**src/design/psram_cmd_pkg.sv**
```systemverilog
// ----------------------------------------------------------
// Shared types and constants for the PSRAM command phase
// Opcode widths, CSR map, reset opcodes, burst encodings
// Referenced by scoped names from every design file
// ----------------------------------------------------------

package psram_cmd_pkg;

   // Opcode and command framing
   localparam int CMD_BITS = 8;
   localparam int CNT_W    = $clog2(CMD_BITS);

   typedef logic [CMD_BITS-1:0] cmd_t;
   typedef logic [CNT_W-1:0]    bit_cnt_t;
   typedef logic [1:0]          btype_t;
   typedef logic [1:0]          xfer_err_t;
   typedef logic [2:0]          csr_addr_t;

   // Burst type 2 picks the wrapped opcodes, all others are linear
   localparam btype_t BTYPE_WRAP = 2'd2;

   // ---------------------------------------------------------
   // CSR register map
   // ---------------------------------------------------------
   localparam csr_addr_t ADDR_LINEAR_WR  = 3'd0;
   localparam csr_addr_t ADDR_LINEAR_RD  = 3'd1;
   localparam csr_addr_t ADDR_SYNC_WR    = 3'd2;
   localparam csr_addr_t ADDR_SYNC_RD    = 3'd3;
   localparam csr_addr_t ADDR_GLOBAL_RST = 3'd4;
   localparam csr_addr_t ADDR_MODE_WR    = 3'd5;
   localparam csr_addr_t ADDR_MODE_RD    = 3'd6;
   localparam csr_addr_t ADDR_MR_ACCESS  = 3'd7;

   // Usual PSRAM opcodes loaded at reset
   localparam cmd_t DEF_LINEAR_WR  = 8'hA0;
   localparam cmd_t DEF_LINEAR_RD  = 8'h20;
   localparam cmd_t DEF_SYNC_WR    = 8'h80;
   localparam cmd_t DEF_SYNC_RD    = 8'h00;
   localparam cmd_t DEF_GLOBAL_RST = 8'hFF;
   localparam cmd_t DEF_MODE_WR    = 8'hC0;
   localparam cmd_t DEF_MODE_RD    = 8'h40;

   // Data shifter FSM
   typedef enum logic {IDLE, SHIFT} shift_state_t;

endpackage

```
**src/design/cmd_selector.sv**
```systemverilog
// ----------------------------------------------------------
// Command phase opcode selection
// Picks the PSRAM opcode for a special instruction or a host
// transfer and registers it with a one-cycle load strobe
// ----------------------------------------------------------

`timescale 1ns/1ps

module cmd_selector
(
   input  logic                     mem_clk,
   input  logic                     rst_n,
   // Host transfer request
   input  logic                     mem_mr_xfer_valid,
   input  logic                     mem_mr_xfer_wr_rd,
   input  psram_cmd_pkg::xfer_err_t mem_mr_error,
   input  psram_cmd_pkg::btype_t    mem_mr_xfer_btype,
   // Special instruction pulses
   input  logic                     spl_dpd_entry_valid,
   input  logic                     spl_hs_entry_valid,
   input  logic                     spl_global_reset_valid,
   // Opcodes from the CSR block
   input  logic                     mr_access,
   input  psram_cmd_pkg::cmd_t      linear_burst_wr,
   input  psram_cmd_pkg::cmd_t      linear_burst_rd,
   input  psram_cmd_pkg::cmd_t      sync_wr,
   input  psram_cmd_pkg::cmd_t      sync_rd,
   input  psram_cmd_pkg::cmd_t      global_reset_cmd,
   input  psram_cmd_pkg::cmd_t      mode_reg_wr,
   input  psram_cmd_pkg::cmd_t      mode_reg_rd,
   // To the data shifter
   output psram_cmd_pkg::cmd_t      cmd,
   output logic                     cmd_load
);

   psram_cmd_pkg::cmd_t next_cmd;
   logic                xfer_ok;
   logic                is_wrap;
   logic                sel_fire;

   // Any error code drops the transfer
   assign xfer_ok  = mem_mr_xfer_valid && (mem_mr_error == '0);
   assign is_wrap  = (mem_mr_xfer_btype == psram_cmd_pkg::BTYPE_WRAP);
   assign sel_fire = spl_dpd_entry_valid || spl_hs_entry_valid ||
                     spl_global_reset_valid || xfer_ok;

   // ---------------------------------------------------------
   // Priority select
   // ---------------------------------------------------------
   always_comb
   begin
      next_cmd = cmd;
      if (spl_dpd_entry_valid || spl_hs_entry_valid)
      begin
         // DPD and HS entry both go through a mode register write
         next_cmd = mode_reg_wr;
      end
      else if (spl_global_reset_valid)
      begin
         next_cmd = global_reset_cmd;
      end
      else if (xfer_ok)
      begin
         if (mr_access)
         begin
            // Mode register, burst type ignored
            next_cmd = mem_mr_xfer_wr_rd ? mode_reg_wr : mode_reg_rd;
         end
         else if (mem_mr_xfer_wr_rd)
         begin
            next_cmd = is_wrap ? sync_wr : linear_burst_wr;
         end
         else
         begin
            next_cmd = is_wrap ? sync_rd : linear_burst_rd;
         end
      end
   end

   // Registered command and strobe
   always_ff @(posedge mem_clk or negedge rst_n)
   begin
      if (!rst_n)
      begin
         cmd      <= '0;
         cmd_load <= 1'b0;
      end
      else
      begin
         cmd      <= next_cmd;
         cmd_load <= sel_fire;
      end
   end

endmodule

```
**src/design/data_shifter.sv**
```systemverilog
// ----------------------------------------------------------
// Serial command output onto the PSRAM data pin
// Loads the opcode on cmd_load, shifts it out MSB first for
// CMD_BITS cycles with chip enable low, then reports idle
// ----------------------------------------------------------

`timescale 1ns/1ps

module data_shifter
(
   input  logic                mem_clk,
   input  logic                rst_n,
   input  psram_cmd_pkg::cmd_t cmd,
   input  logic                cmd_load,
   output logic                mem_ce_n,
   output logic                mem_dq,
   output logic                shifter_idle
);

   psram_cmd_pkg::shift_state_t state;
   psram_cmd_pkg::shift_state_t next_state;
   psram_cmd_pkg::cmd_t         shift_reg;
   psram_cmd_pkg::bit_cnt_t     bit_cnt;
   logic                        last_bit;
   logic                        start;

   assign start    = (state == psram_cmd_pkg::IDLE) && cmd_load;
   assign last_bit = (bit_cnt == psram_cmd_pkg::bit_cnt_t'(psram_cmd_pkg::CMD_BITS - 1));

   // ---------------------------------------------------------
   // FSM
   // ---------------------------------------------------------
   always_comb
   begin
      next_state = state;
      case (state)
         psram_cmd_pkg::IDLE:
         begin
            // Load while busy never reaches here
            if (cmd_load)
               next_state = psram_cmd_pkg::SHIFT;
         end
         psram_cmd_pkg::SHIFT:
         begin
            if (last_bit)
               next_state = psram_cmd_pkg::IDLE;
         end
         default: next_state = psram_cmd_pkg::IDLE;
      endcase
   end

   always_ff @(posedge mem_clk or negedge rst_n)
   begin
      if (!rst_n)
      begin
         state   <= psram_cmd_pkg::IDLE;
         bit_cnt <= '0;
      end
      else
      begin
         state <= next_state;
         // Counts serial cycles within SHIFT
         if (start || last_bit)
            bit_cnt <= '0;
         else if (state == psram_cmd_pkg::SHIFT)
            bit_cnt <= bit_cnt + 1'b1;
      end
   end

   // Shift register, MSB leaves first
   always_ff @(posedge mem_clk)
   begin
      if (start)
         shift_reg <= cmd;
      else if (state == psram_cmd_pkg::SHIFT)
         shift_reg <= {shift_reg[psram_cmd_pkg::CMD_BITS-2:0], 1'b0};
   end

   // Pin drive, pin parked low outside a command
   assign shifter_idle = (state == psram_cmd_pkg::IDLE);
   assign mem_ce_n     = shifter_idle;
   assign mem_dq       = !shifter_idle && shift_reg[psram_cmd_pkg::CMD_BITS-1];

endmodule

```
**src/design/psram_cmd_top.sv**
```systemverilog
// ----------------------------------------------------------
// PSRAM controller command phase, top level
// Connects CSR, special instruction handler, selector and
// data shifter; xfer_ready tells the host a command can start
// ----------------------------------------------------------

`timescale 1ns/1ps

module psram_cmd_top
(
   input  logic                      mem_clk,
   input  logic                      rst_n,
   // Host transfer strobes
   input  logic                      xfer_valid,
   input  psram_cmd_pkg::xfer_err_t  xfer_err,
   input  logic                      xfer_wr_rd,
   input  psram_cmd_pkg::btype_t     xfer_btype,
   // Special instruction requests
   input  logic                      dpd_req,
   input  logic                      hs_req,
   input  logic                      gr_req,
   // CSR write port
   input  logic                      csr_wr_en,
   input  psram_cmd_pkg::csr_addr_t  csr_addr,
   input  psram_cmd_pkg::cmd_t       csr_wdata,
   // Status and memory pins
   output logic                      xfer_ready,
   output logic                      mem_ce_n,
   output logic                      mem_dq
);

   // CSR opcodes
   psram_cmd_pkg::cmd_t linear_burst_wr;
   psram_cmd_pkg::cmd_t linear_burst_rd;
   psram_cmd_pkg::cmd_t sync_wr;
   psram_cmd_pkg::cmd_t sync_rd;
   psram_cmd_pkg::cmd_t global_reset_cmd;
   psram_cmd_pkg::cmd_t mode_reg_wr;
   psram_cmd_pkg::cmd_t mode_reg_rd;
   logic                mr_access;
   // Handler pulses
   logic                spl_dpd_entry_valid;
   logic                spl_hs_entry_valid;
   logic                spl_global_reset_valid;
   // Selector to shifter
   psram_cmd_pkg::cmd_t cmd;
   logic                cmd_load;
   logic                shifter_idle;

   assign xfer_ready = shifter_idle;

   psram_csr u_csr
   (
      .mem_clk          (mem_clk),
      .rst_n            (rst_n),
      .csr_wr_en        (csr_wr_en),
      .csr_addr         (csr_addr),
      .csr_wdata        (csr_wdata),
      .linear_burst_wr  (linear_burst_wr),
      .linear_burst_rd  (linear_burst_rd),
      .sync_wr          (sync_wr),
      .sync_rd          (sync_rd),
      .global_reset_cmd (global_reset_cmd),
      .mode_reg_wr      (mode_reg_wr),
      .mode_reg_rd      (mode_reg_rd),
      .mr_access        (mr_access)
   );

   spl_instrn_handlr u_spl
   (
      .mem_clk                (mem_clk),
      .rst_n                  (rst_n),
      .dpd_req                (dpd_req),
      .hs_req                 (hs_req),
      .gr_req                 (gr_req),
      .shifter_idle           (shifter_idle),
      .spl_dpd_entry_valid    (spl_dpd_entry_valid),
      .spl_hs_entry_valid     (spl_hs_entry_valid),
      .spl_global_reset_valid (spl_global_reset_valid)
   );

   cmd_selector u_sel
   (
      .mem_clk                (mem_clk),
      .rst_n                  (rst_n),
      .mem_mr_xfer_valid      (xfer_valid),
      .mem_mr_xfer_wr_rd      (xfer_wr_rd),
      .mem_mr_error           (xfer_err),
      .mem_mr_xfer_btype      (xfer_btype),
      .spl_dpd_entry_valid    (spl_dpd_entry_valid),
      .spl_hs_entry_valid     (spl_hs_entry_valid),
      .spl_global_reset_valid (spl_global_reset_valid),
      .mr_access              (mr_access),
      .linear_burst_wr        (linear_burst_wr),
      .linear_burst_rd        (linear_burst_rd),
      .sync_wr                (sync_wr),
      .sync_rd                (sync_rd),
      .global_reset_cmd       (global_reset_cmd),
      .mode_reg_wr            (mode_reg_wr),
      .mode_reg_rd            (mode_reg_rd),
      .cmd                    (cmd),
      .cmd_load               (cmd_load)
   );

   data_shifter u_shift
   (
      .mem_clk      (mem_clk),
      .rst_n        (rst_n),
      .cmd          (cmd),
      .cmd_load     (cmd_load),
      .mem_ce_n     (mem_ce_n),
      .mem_dq       (mem_dq),
      .shifter_idle (shifter_idle)
   );

endmodule

```
**src/design/psram_csr.sv**
```systemverilog
// ----------------------------------------------------------
// Programmable PSRAM opcodes and the mode-register access flag
// Written through a single-cycle address/data strobe port
// Values reach the outside only via the selected command
// ----------------------------------------------------------

`timescale 1ns/1ps

module psram_csr
(
   input  logic                    mem_clk,
   input  logic                    rst_n,
   input  logic                    csr_wr_en,
   input  psram_cmd_pkg::csr_addr_t csr_addr,
   input  psram_cmd_pkg::cmd_t     csr_wdata,
   output psram_cmd_pkg::cmd_t     linear_burst_wr,
   output psram_cmd_pkg::cmd_t     linear_burst_rd,
   output psram_cmd_pkg::cmd_t     sync_wr,
   output psram_cmd_pkg::cmd_t     sync_rd,
   output psram_cmd_pkg::cmd_t     global_reset_cmd,
   output psram_cmd_pkg::cmd_t     mode_reg_wr,
   output psram_cmd_pkg::cmd_t     mode_reg_rd,
   output logic                    mr_access
);

   // Register file with one write per cycle
   always_ff @(posedge mem_clk or negedge rst_n)
   begin
      if (!rst_n)
      begin
         linear_burst_wr  <= psram_cmd_pkg::DEF_LINEAR_WR;
         linear_burst_rd  <= psram_cmd_pkg::DEF_LINEAR_RD;
         sync_wr          <= psram_cmd_pkg::DEF_SYNC_WR;
         sync_rd          <= psram_cmd_pkg::DEF_SYNC_RD;
         global_reset_cmd <= psram_cmd_pkg::DEF_GLOBAL_RST;
         mode_reg_wr      <= psram_cmd_pkg::DEF_MODE_WR;
         mode_reg_rd      <= psram_cmd_pkg::DEF_MODE_RD;
         // Memory array access by default
         mr_access        <= 1'b0;
      end
      else if (csr_wr_en)
      begin
         // Address decode
         case (csr_addr)
            psram_cmd_pkg::ADDR_LINEAR_WR:  linear_burst_wr  <= csr_wdata;
            psram_cmd_pkg::ADDR_LINEAR_RD:  linear_burst_rd  <= csr_wdata;
            psram_cmd_pkg::ADDR_SYNC_WR:    sync_wr          <= csr_wdata;
            psram_cmd_pkg::ADDR_SYNC_RD:    sync_rd          <= csr_wdata;
            psram_cmd_pkg::ADDR_GLOBAL_RST: global_reset_cmd <= csr_wdata;
            psram_cmd_pkg::ADDR_MODE_WR:    mode_reg_wr      <= csr_wdata;
            psram_cmd_pkg::ADDR_MODE_RD:    mode_reg_rd      <= csr_wdata;
            // Only bit 0 is implemented here
            psram_cmd_pkg::ADDR_MR_ACCESS:  mr_access        <= csr_wdata[0];
         endcase
      end
   end

endmodule

```
**src/design/spl_instrn_handlr.sv**
```systemverilog
// ----------------------------------------------------------
// Special instruction handler: DPD, half-sleep, global reset
// Latches request pulses, then issues one pulse at a time
// toward the command selector while the shifter is idle
// ----------------------------------------------------------

`timescale 1ns/1ps

module spl_instrn_handlr
(
   input  logic mem_clk,
   input  logic rst_n,
   input  logic dpd_req,
   input  logic hs_req,
   input  logic gr_req,
   input  logic shifter_idle,
   output logic spl_dpd_entry_valid,
   output logic spl_hs_entry_valid,
   output logic spl_global_reset_valid
);

   // Pending requests
   logic dpd_pend;
   logic hs_pend;
   logic gr_pend;
   // High in the cycle after any pulse, while cmd_load is in flight
   logic issued_q;
   logic issue_ok;

   assign issue_ok = shifter_idle && !issued_q;

   // Fixed priority, DPD first
   assign spl_dpd_entry_valid    = issue_ok && dpd_pend;
   assign spl_hs_entry_valid     = issue_ok && !dpd_pend && hs_pend;
   assign spl_global_reset_valid = issue_ok && !dpd_pend && !hs_pend && gr_pend;

   always_ff @(posedge mem_clk or negedge rst_n)
   begin
      if (!rst_n)
      begin
         dpd_pend <= 1'b0;
         hs_pend  <= 1'b0;
         gr_pend  <= 1'b0;
         issued_q <= 1'b0;
      end
      else
      begin
         // A new request wins over the clear of its own kind
         dpd_pend <= (dpd_pend && !spl_dpd_entry_valid) || dpd_req;
         hs_pend  <= (hs_pend && !spl_hs_entry_valid) || hs_req;
         gr_pend  <= (gr_pend && !spl_global_reset_valid) || gr_req;
         issued_q <= spl_dpd_entry_valid || spl_hs_entry_valid ||
                     spl_global_reset_valid;
      end
   end

endmodule

```
**config.mk**
```make
export PLATFORM = sky130hd
export DESIGN_NAME = psram_cmd_top
export DESIGN_NICKNAME = d
export VERILOG_FILES = /design/src/design/psram_cmd_pkg.sv /design/src/design/cmd_selector.sv /design/src/design/data_shifter.sv /design/src/design/psram_cmd_top.sv /design/src/design/psram_csr.sv /design/src/design/spl_instrn_handlr.sv
export SDC_FILE = /design/constraint.sdc
export NUM_CORES = 1
export LEC_CHECK = 0
export ABC_AREA = 1
export BUFFER_PORTS_ARGS = -buffer_cell sky130_fd_sc_hd__buf_2
export CAP_MARGIN = 40
export CORE_ASPECT_RATIO = 1.5
export CORE_MARGIN = 5
export CORE_UTILIZATION = 45
export CTS_CLUSTER_DIAMETER = 60
export CTS_CLUSTER_SIZE = 20
export DETAILED_ROUTE_END_ITERATION = 7
export SLEW_MARGIN = 15
export SYNTH_ARGS = -nofsm -noshare
export SYNTH_HDL_FRONTEND = slang
export SYNTH_HIERARCHICAL = 1
export SYNTH_SLANG_ARGS = --single-unit
```
**constraint.sdc**
```tcl
create_clock -name mem_clk -period 4 [get_ports mem_clk]
set_input_delay 0.8 -clock mem_clk [delete_from_list [all_inputs] [get_ports mem_clk]]
set_output_delay 0.8 -clock mem_clk [all_outputs]
set_load 0.02 [all_outputs]
```
==> metrics.txt, run 1 <==
Hold Crit Class flop to flop; Slew @ Worst Pin 727 ps; TritonCTS clock tree built; critical path class flop to flop; I/O Pins 26; net count of the mapped netlist roughly 580; Synth area leaders dfrtp_1 35%, nand2_1 21%, dfstp_2 9.2%; Comb pwr share 26.0%; Sw Share 32.7%; clk_lat worst skew 330 ps; Power Total between 2 and 3 mW; routed wl met2 5620 um; clk root buf clkbuf_16; Worst setup endpoint u_sel/cmd[4]; maximum VDD drop approximately 370 uV; Final Net Count 600; status complete, no violations; total die area around 12000 sq um; worst r2r dst u_sel/cmd[4]; Max clock buf depth 2; core box area 9250 sq um; largest area contributor in the synthesized netlist dfrtp_1; post-route ant nets 0; Initial Util 46.1%; htree depth 3; CP Launch Type flop; Die Wd between 80 and 90 um; Clock Skew ~4.5 ps; post-CTS sizing 0; PwrDens ~600 nW/um^2; Critical Path AT 2250 ps; Final min period 2040 ps; first-pass GRT wire length 16700 um; share of the synthesized area in the top cell type about a third; post-synth cell types 26; Internal Power between 1.5 and 2 mW; setup bufs post-CTS 0; sequential-to-total area share from yosys stat 49.4%; DRC 0; GPL Wtd Cong 0.823; cts hold-fix bufs 0; Syn Area/Cell between 7 and 8 sq um; n_diodes 0; clk slew on worst S/H paths 60 ps; Clock power frac approximately 30%; leakage 2.61 nW; reg2reg path depth 8; first drt pass iteration count 4; RSZ-0062 raised after global routing false; Synth warnings 6; Crit Path Max Fanout 17; Crit. Startpoint u_shift/state; Max Fclk 0.491 GHz; routed len/inst 14.8 um; Final Max Slew Viols 0; RR Startpoint u_shift/state; Synth Register Bits 82; Vias/cell 5.07; Max-slew headroom 51.6%; Setup TNS Final 0 ps; r2r setup slk 1960 ps; highest routed layer met4; Final setup viols 0; sequential fraction of design power 43.8%; total CTS buffers 9; final WL 10200 um; part of the cycle the worst path needs approximately half; M1 WL 4070 um; dpl hpwl about 7200 um; Area Overhead vs Synth 11.1%; clk sink count 82; max_cap viols 0; Rows between 40 and 50; final hold vios 0; DRT iter0 DRCs 181; Crit path required time ~4200 ps; Cells after Synth 553; port bufs 25; Psw 934 uW; initial antenna violation count 0; DIE HEIGHT 129 um; largest net degree at the start of global routing 30; vias in the first global route 3491; gr usage total 18.9%; share of cells above drive strength 1 15.4%; Setup crit end kind flop; WL met3 371 um; GR Overflow Total 0; vias 3501; Synth Cell Area between 4000 and 5000 sq um
==> power groups by stage <==
stage | registers, mW | clock network (mW) | logic [mW]
global placement | 1.26 | 0 | 0.731
detailed placement | 1.27 | 0 | 0.744
global route | 1.28 | 0.916 | 0.856
floorplan | 1.22 | 0 | 0.611
finish | 1.25 | 0.862 | 0.743
CTS | 1.25 | 0.881 | 0.750
==> cells in the mapped netlist <==
library cell    n
dfrtp_1        59
nand2_1       242
edfxtp_1        8
a22oi_1         8
nand3_1        70
dfstp_2        15
a21oi_2         5
nand2_4         7
nor3_1          1
o21bai_1        2
nor2_1         16
buf_2           9
nand2_2         3
ha_1            3
buf_4           2
buf_6           5
clkbuf_1        2
a21oi_1        19
inv_2           7
inv_1          55
nor2_4          5
or2_1           1
o21ai_0         3
a31oi_1         1
nor2_8          1
nor2_2          4
==> placed cells by master (no fill, tap or decap) <==
master | Yosys | final
dfstp_2 | 15 | 15
nand2_4 | 7 | 7
nand2_1 | 242 | 242
a21oi_2 | 5 | 5
nor2_4 | 5 | 5
nor2_8 | 1 | 1
clkbuf_16 | 0 | 9
clkinv_2 | 0 | 2
a31oi_1 | 1 | 1
o21bai_1 | 2 | 2
inv_2 | 7 | 7
edfxtp_1 | 8 | 8
clkinvlp_4 | 0 | 1
nor2_1 | 16 | 16
dfrtp_1 | 59 | 59
a21oi_1 | 19 | 19
clkbuf_1 | 2 | 1
bufinv_16 | 0 | 2
nor2_2 | 4 | 4
nand3_1 | 70 | 70
buf_2 | 9 | 25
buf_4 | 2 | 3
o21ai_0 | 3 | 3
ha_1 | 3 | 3
nand2_2 | 3 | 3
inv_1 | 55 | 55
or2_1 | 1 | 1
clkinv_1 | 0 | 1
a22oi_1 | 8 | 8
nor3_1 | 1 | 1
==> cell type report <==
cell class                 instances  area (sq um)
clock buffer                      10           229
clock inverter                     6          81.3
fill                             920          4510
inverter                          62           233
multi-input combinational        391          1800
sequential                        82          2110
tap                              112           140
timing repair buffer              28           148
==> worst min-delay path by stage <==
stage | from | endpoint | slack (ps) | cells after the start
floorplan | u_csr/linear_burst_rd[0] | u_csr/linear_burst_rd[0] | 440 | 2
global placement | u_csr/global_reset_cmd[7] | u_csr/global_reset_cmd[7] | 450 | 2
detailed placement | u_csr/global_reset_cmd[4] | u_csr/global_reset_cmd[4] | 460 | 2
CTS | u_csr/global_reset_cmd[4] | u_csr/global_reset_cmd[4] | 460 | 2
global route | u_csr/global_reset_cmd[4] | u_csr/global_reset_cmd[4] | 480 | 2
finish | u_csr/global_reset_cmd[4] | u_csr/global_reset_cmd[4] | 460 | 2
==> critical path, stage by stage (launching register included) <==
cell and delay, ps:
dfrtp_1 490, inv_2 120, nand2_1 150, nor3_1 50, or2_1 490, nor2_8 270, nand2_2 150, nor2_1 160
a21oi_2 40
==> metrics by stage <==
step	setup WS [ps]	cell area [sq um]	utilization [%]	cells	hold slack (ps)
floorplan	2200	4270	-	553	442
global placement	1820	4430	47.9	675	455
detailed placement	1770	4430	47.9	675	456
CTS	1940	4740	51.3	691	465
global route	1780	4740	51.3	691	481
finish	1960	4740	51.3	691	463
==> per-layer routing <==
metal  up-vias  track usage (%)
li1       1770                -
met4         0             6.49
met3         7             3.56
met5         -                0
met2        69             34.8
met1      1655             21.1
==> cells by family after synthesis <==
group | Yosys count | synth area share, %
flops | 82 | 49.4
fa+ha+maj | 3 | 0.879
buf+inv | 80 | 8.35
simple gates | 350 | 35.8
compound gates | 38 | 5.51
(Power assumes the default switching activity.)
==> inputs of run 2 (changes only) <==
==> constraint.sdc (replaced) <==
create_clock -name mem_clk -period 1.8 [get_ports mem_clk]
set_input_delay 0.36 -clock mem_clk [delete_from_list [all_inputs] [get_ports mem_clk]]
set_output_delay 0.36 -clock mem_clk [all_outputs]
set_load 0.02 [all_outputs]
==> metrics.txt, run 2 (synthesized netlist as in run 1, its figures left out) <==
routed len/inst 14.4 um; slowest CP cell dfrtp_1; critical path class flop to flop; Area Overhead vs Synth 12.6%; Clock Skew about 4.2 ps; delay-heaviest family, CP simple AND/OR/NAND/NOR gates; PwrDens 1310 nW/um^2; leakage between 2 and 3 nW; cts hold-fix bufs 0; Buf+Inv Stages, Crit Path 4; GR Overflow Total 0; Max-slew headroom between 70 and 80%; slowest stage delay, CP 390 ps; CP dominant cell by count nor2_1; clk root buf clkbuf_16; port bufs 25; share of cells above drive strength 1 16.2%; RSZ-0062 raised after global routing false; total die area around 12000 sq um; DRC 0; placed cells 681; initial antenna violation count 0; Die Wd 89.5 um; Rows 43; Final Non-Filler Cells 697; Crit path required time about 2100 ps; Setup TNS Final 0 ps; final WL 10100 um; Crit Path Max Fanout 17; placed cell areas roughly 4500 sq um; Slew @ Worst Pin 410 ps; Hold Crit Class primary input to asynchronous set/reset pin; first drt pass iteration count 4; Max Fclk 0.608 GHz; Final min period 1650 ps; vias in the first global route 3535; setup bufs post-CTS 0; r2r setup slk 150 ps; status complete, no violations; GPL Wtd Cong 0.826; total CTS buffers 9; n_diodes 0; most frequent cells in the layout 242 x nand2_1, 70 x nand3_1, 59 x dfrtp_1; CP Launch Type flop; Critical Path AT 1900 ps; first-pass GRT wire length 17000 um; Vias/cell 5.03; commonest non-fill, non-tap cell in the layout nand2_1; DRT iter0 DRCs 180; Max clock buf depth 2; gr usage total 19.3%; Final setup viols 0; core box area 9250 sq um; TritonCTS clock tree built; worst setup margin 155 ps; clk slew on worst S/H paths 60 ps; clk sink count 82; Setup crit end kind flop; largest net degree at the start of global routing 75; Cell Chain, Critical Path inv_2, buf_4, inv_1, nor2_2, nand3_1, nor2_1, buf_6, nor2_8, nand2_2, nor2_1, a21oi_1; Final Net Count between 600 and 700; clk_lat worst skew 340 ps; DIE HEIGHT 129 um; final hold vios 0; maximum VDD drop 725 uV; post-route ant nets 0; htree depth 3; worst slack, placed 8.97 ps; max_cap viols 0; Final Max Slew Viols 0; post-route cell area 4810 sq um; vias roughly 3500; part of the cycle the worst path needs slightly above 90%; I/O Pins 26; Initial Util 46.1%; dpl hpwl between 7000 and 8000 um
[run 2: changes by cell type in the layout (fill, tap and decap cells not counted), sizes merged]
cell / delta
clkbuf: +4
bufinv: -1
clkinvlp: -1
clkinv: -2
buf: +6
[run 2: metrics by stage]
| stage | total power [mW] | hold slack (ps) | util, % |
|---|---|---|---|
| 4_1_cts | 6.37 | 62.4 | 51.9 |
| 2_1_floorplan | 4.07 | 64.4 | - |
| 3_5_place_dp | 4.49 | 419 | 48.7 |
| 6_report | 6.30 | 49.1 | 52.0 |
| 5_1_grt | 6.77 | 81.1 | 52.0 |
| 3_3_place_gp | 4.43 | 422 | 48.7 |
[run 2: metal layers]
layer  wire length [um]  track usage, %  up-vias  share of wire [%]
met5                  0               0        -                  0
li1                   -               -     1778                  -
met1               4030            22.3     1634                 40
met4                332            8.85        0                3.3
met2               5300            34.0       77                 53
met3                388            3.18       19                3.9
[run 2: area by class of cell]
class	count	area, sq um
clock buffers	14	264
well taps	112	140
fillers	906	4450
repair buffers	34	221
inverters	62	233
flip-flops and latches	82	2110
multi-input cells	391	1800
clock inverters	2	35.0
[run 2: power breakdown]
group          leakage, nW  internal (mW)  switching (mW)  total [mW]
Combinational         1.53          0.635            1.07        1.71
Clock                0.147           1.15           0.685        1.83
Sequential           0.964           2.47           0.283        2.76
[run 2: worst paths after layout]
kind,cells after the start,end,start
worst min register to register,2,u_csr/global_reset_cmd[7],u_csr/global_reset_cmd[7]
max in group asynchronous,2,u_csr/linear_burst_wr[5],rst_n
worst max register to register,11,u_sel/cmd[5],u_shift/state
worst min-delay path,2,u_shift/bit_cnt[2],rst_n
worst max-delay path,11,u_sel/cmd[5],u_shift/state
min in group mem_clk,3,u_spl/gr_pend,gr_req
[run 2: repair_timing]
action / in CTS / in global routing
gates resized for setup: 1 / 2
cloned: 0 / 0
endpoints found under the setup margin: 1 / 8
hold endpoints to repair: 0 / 0
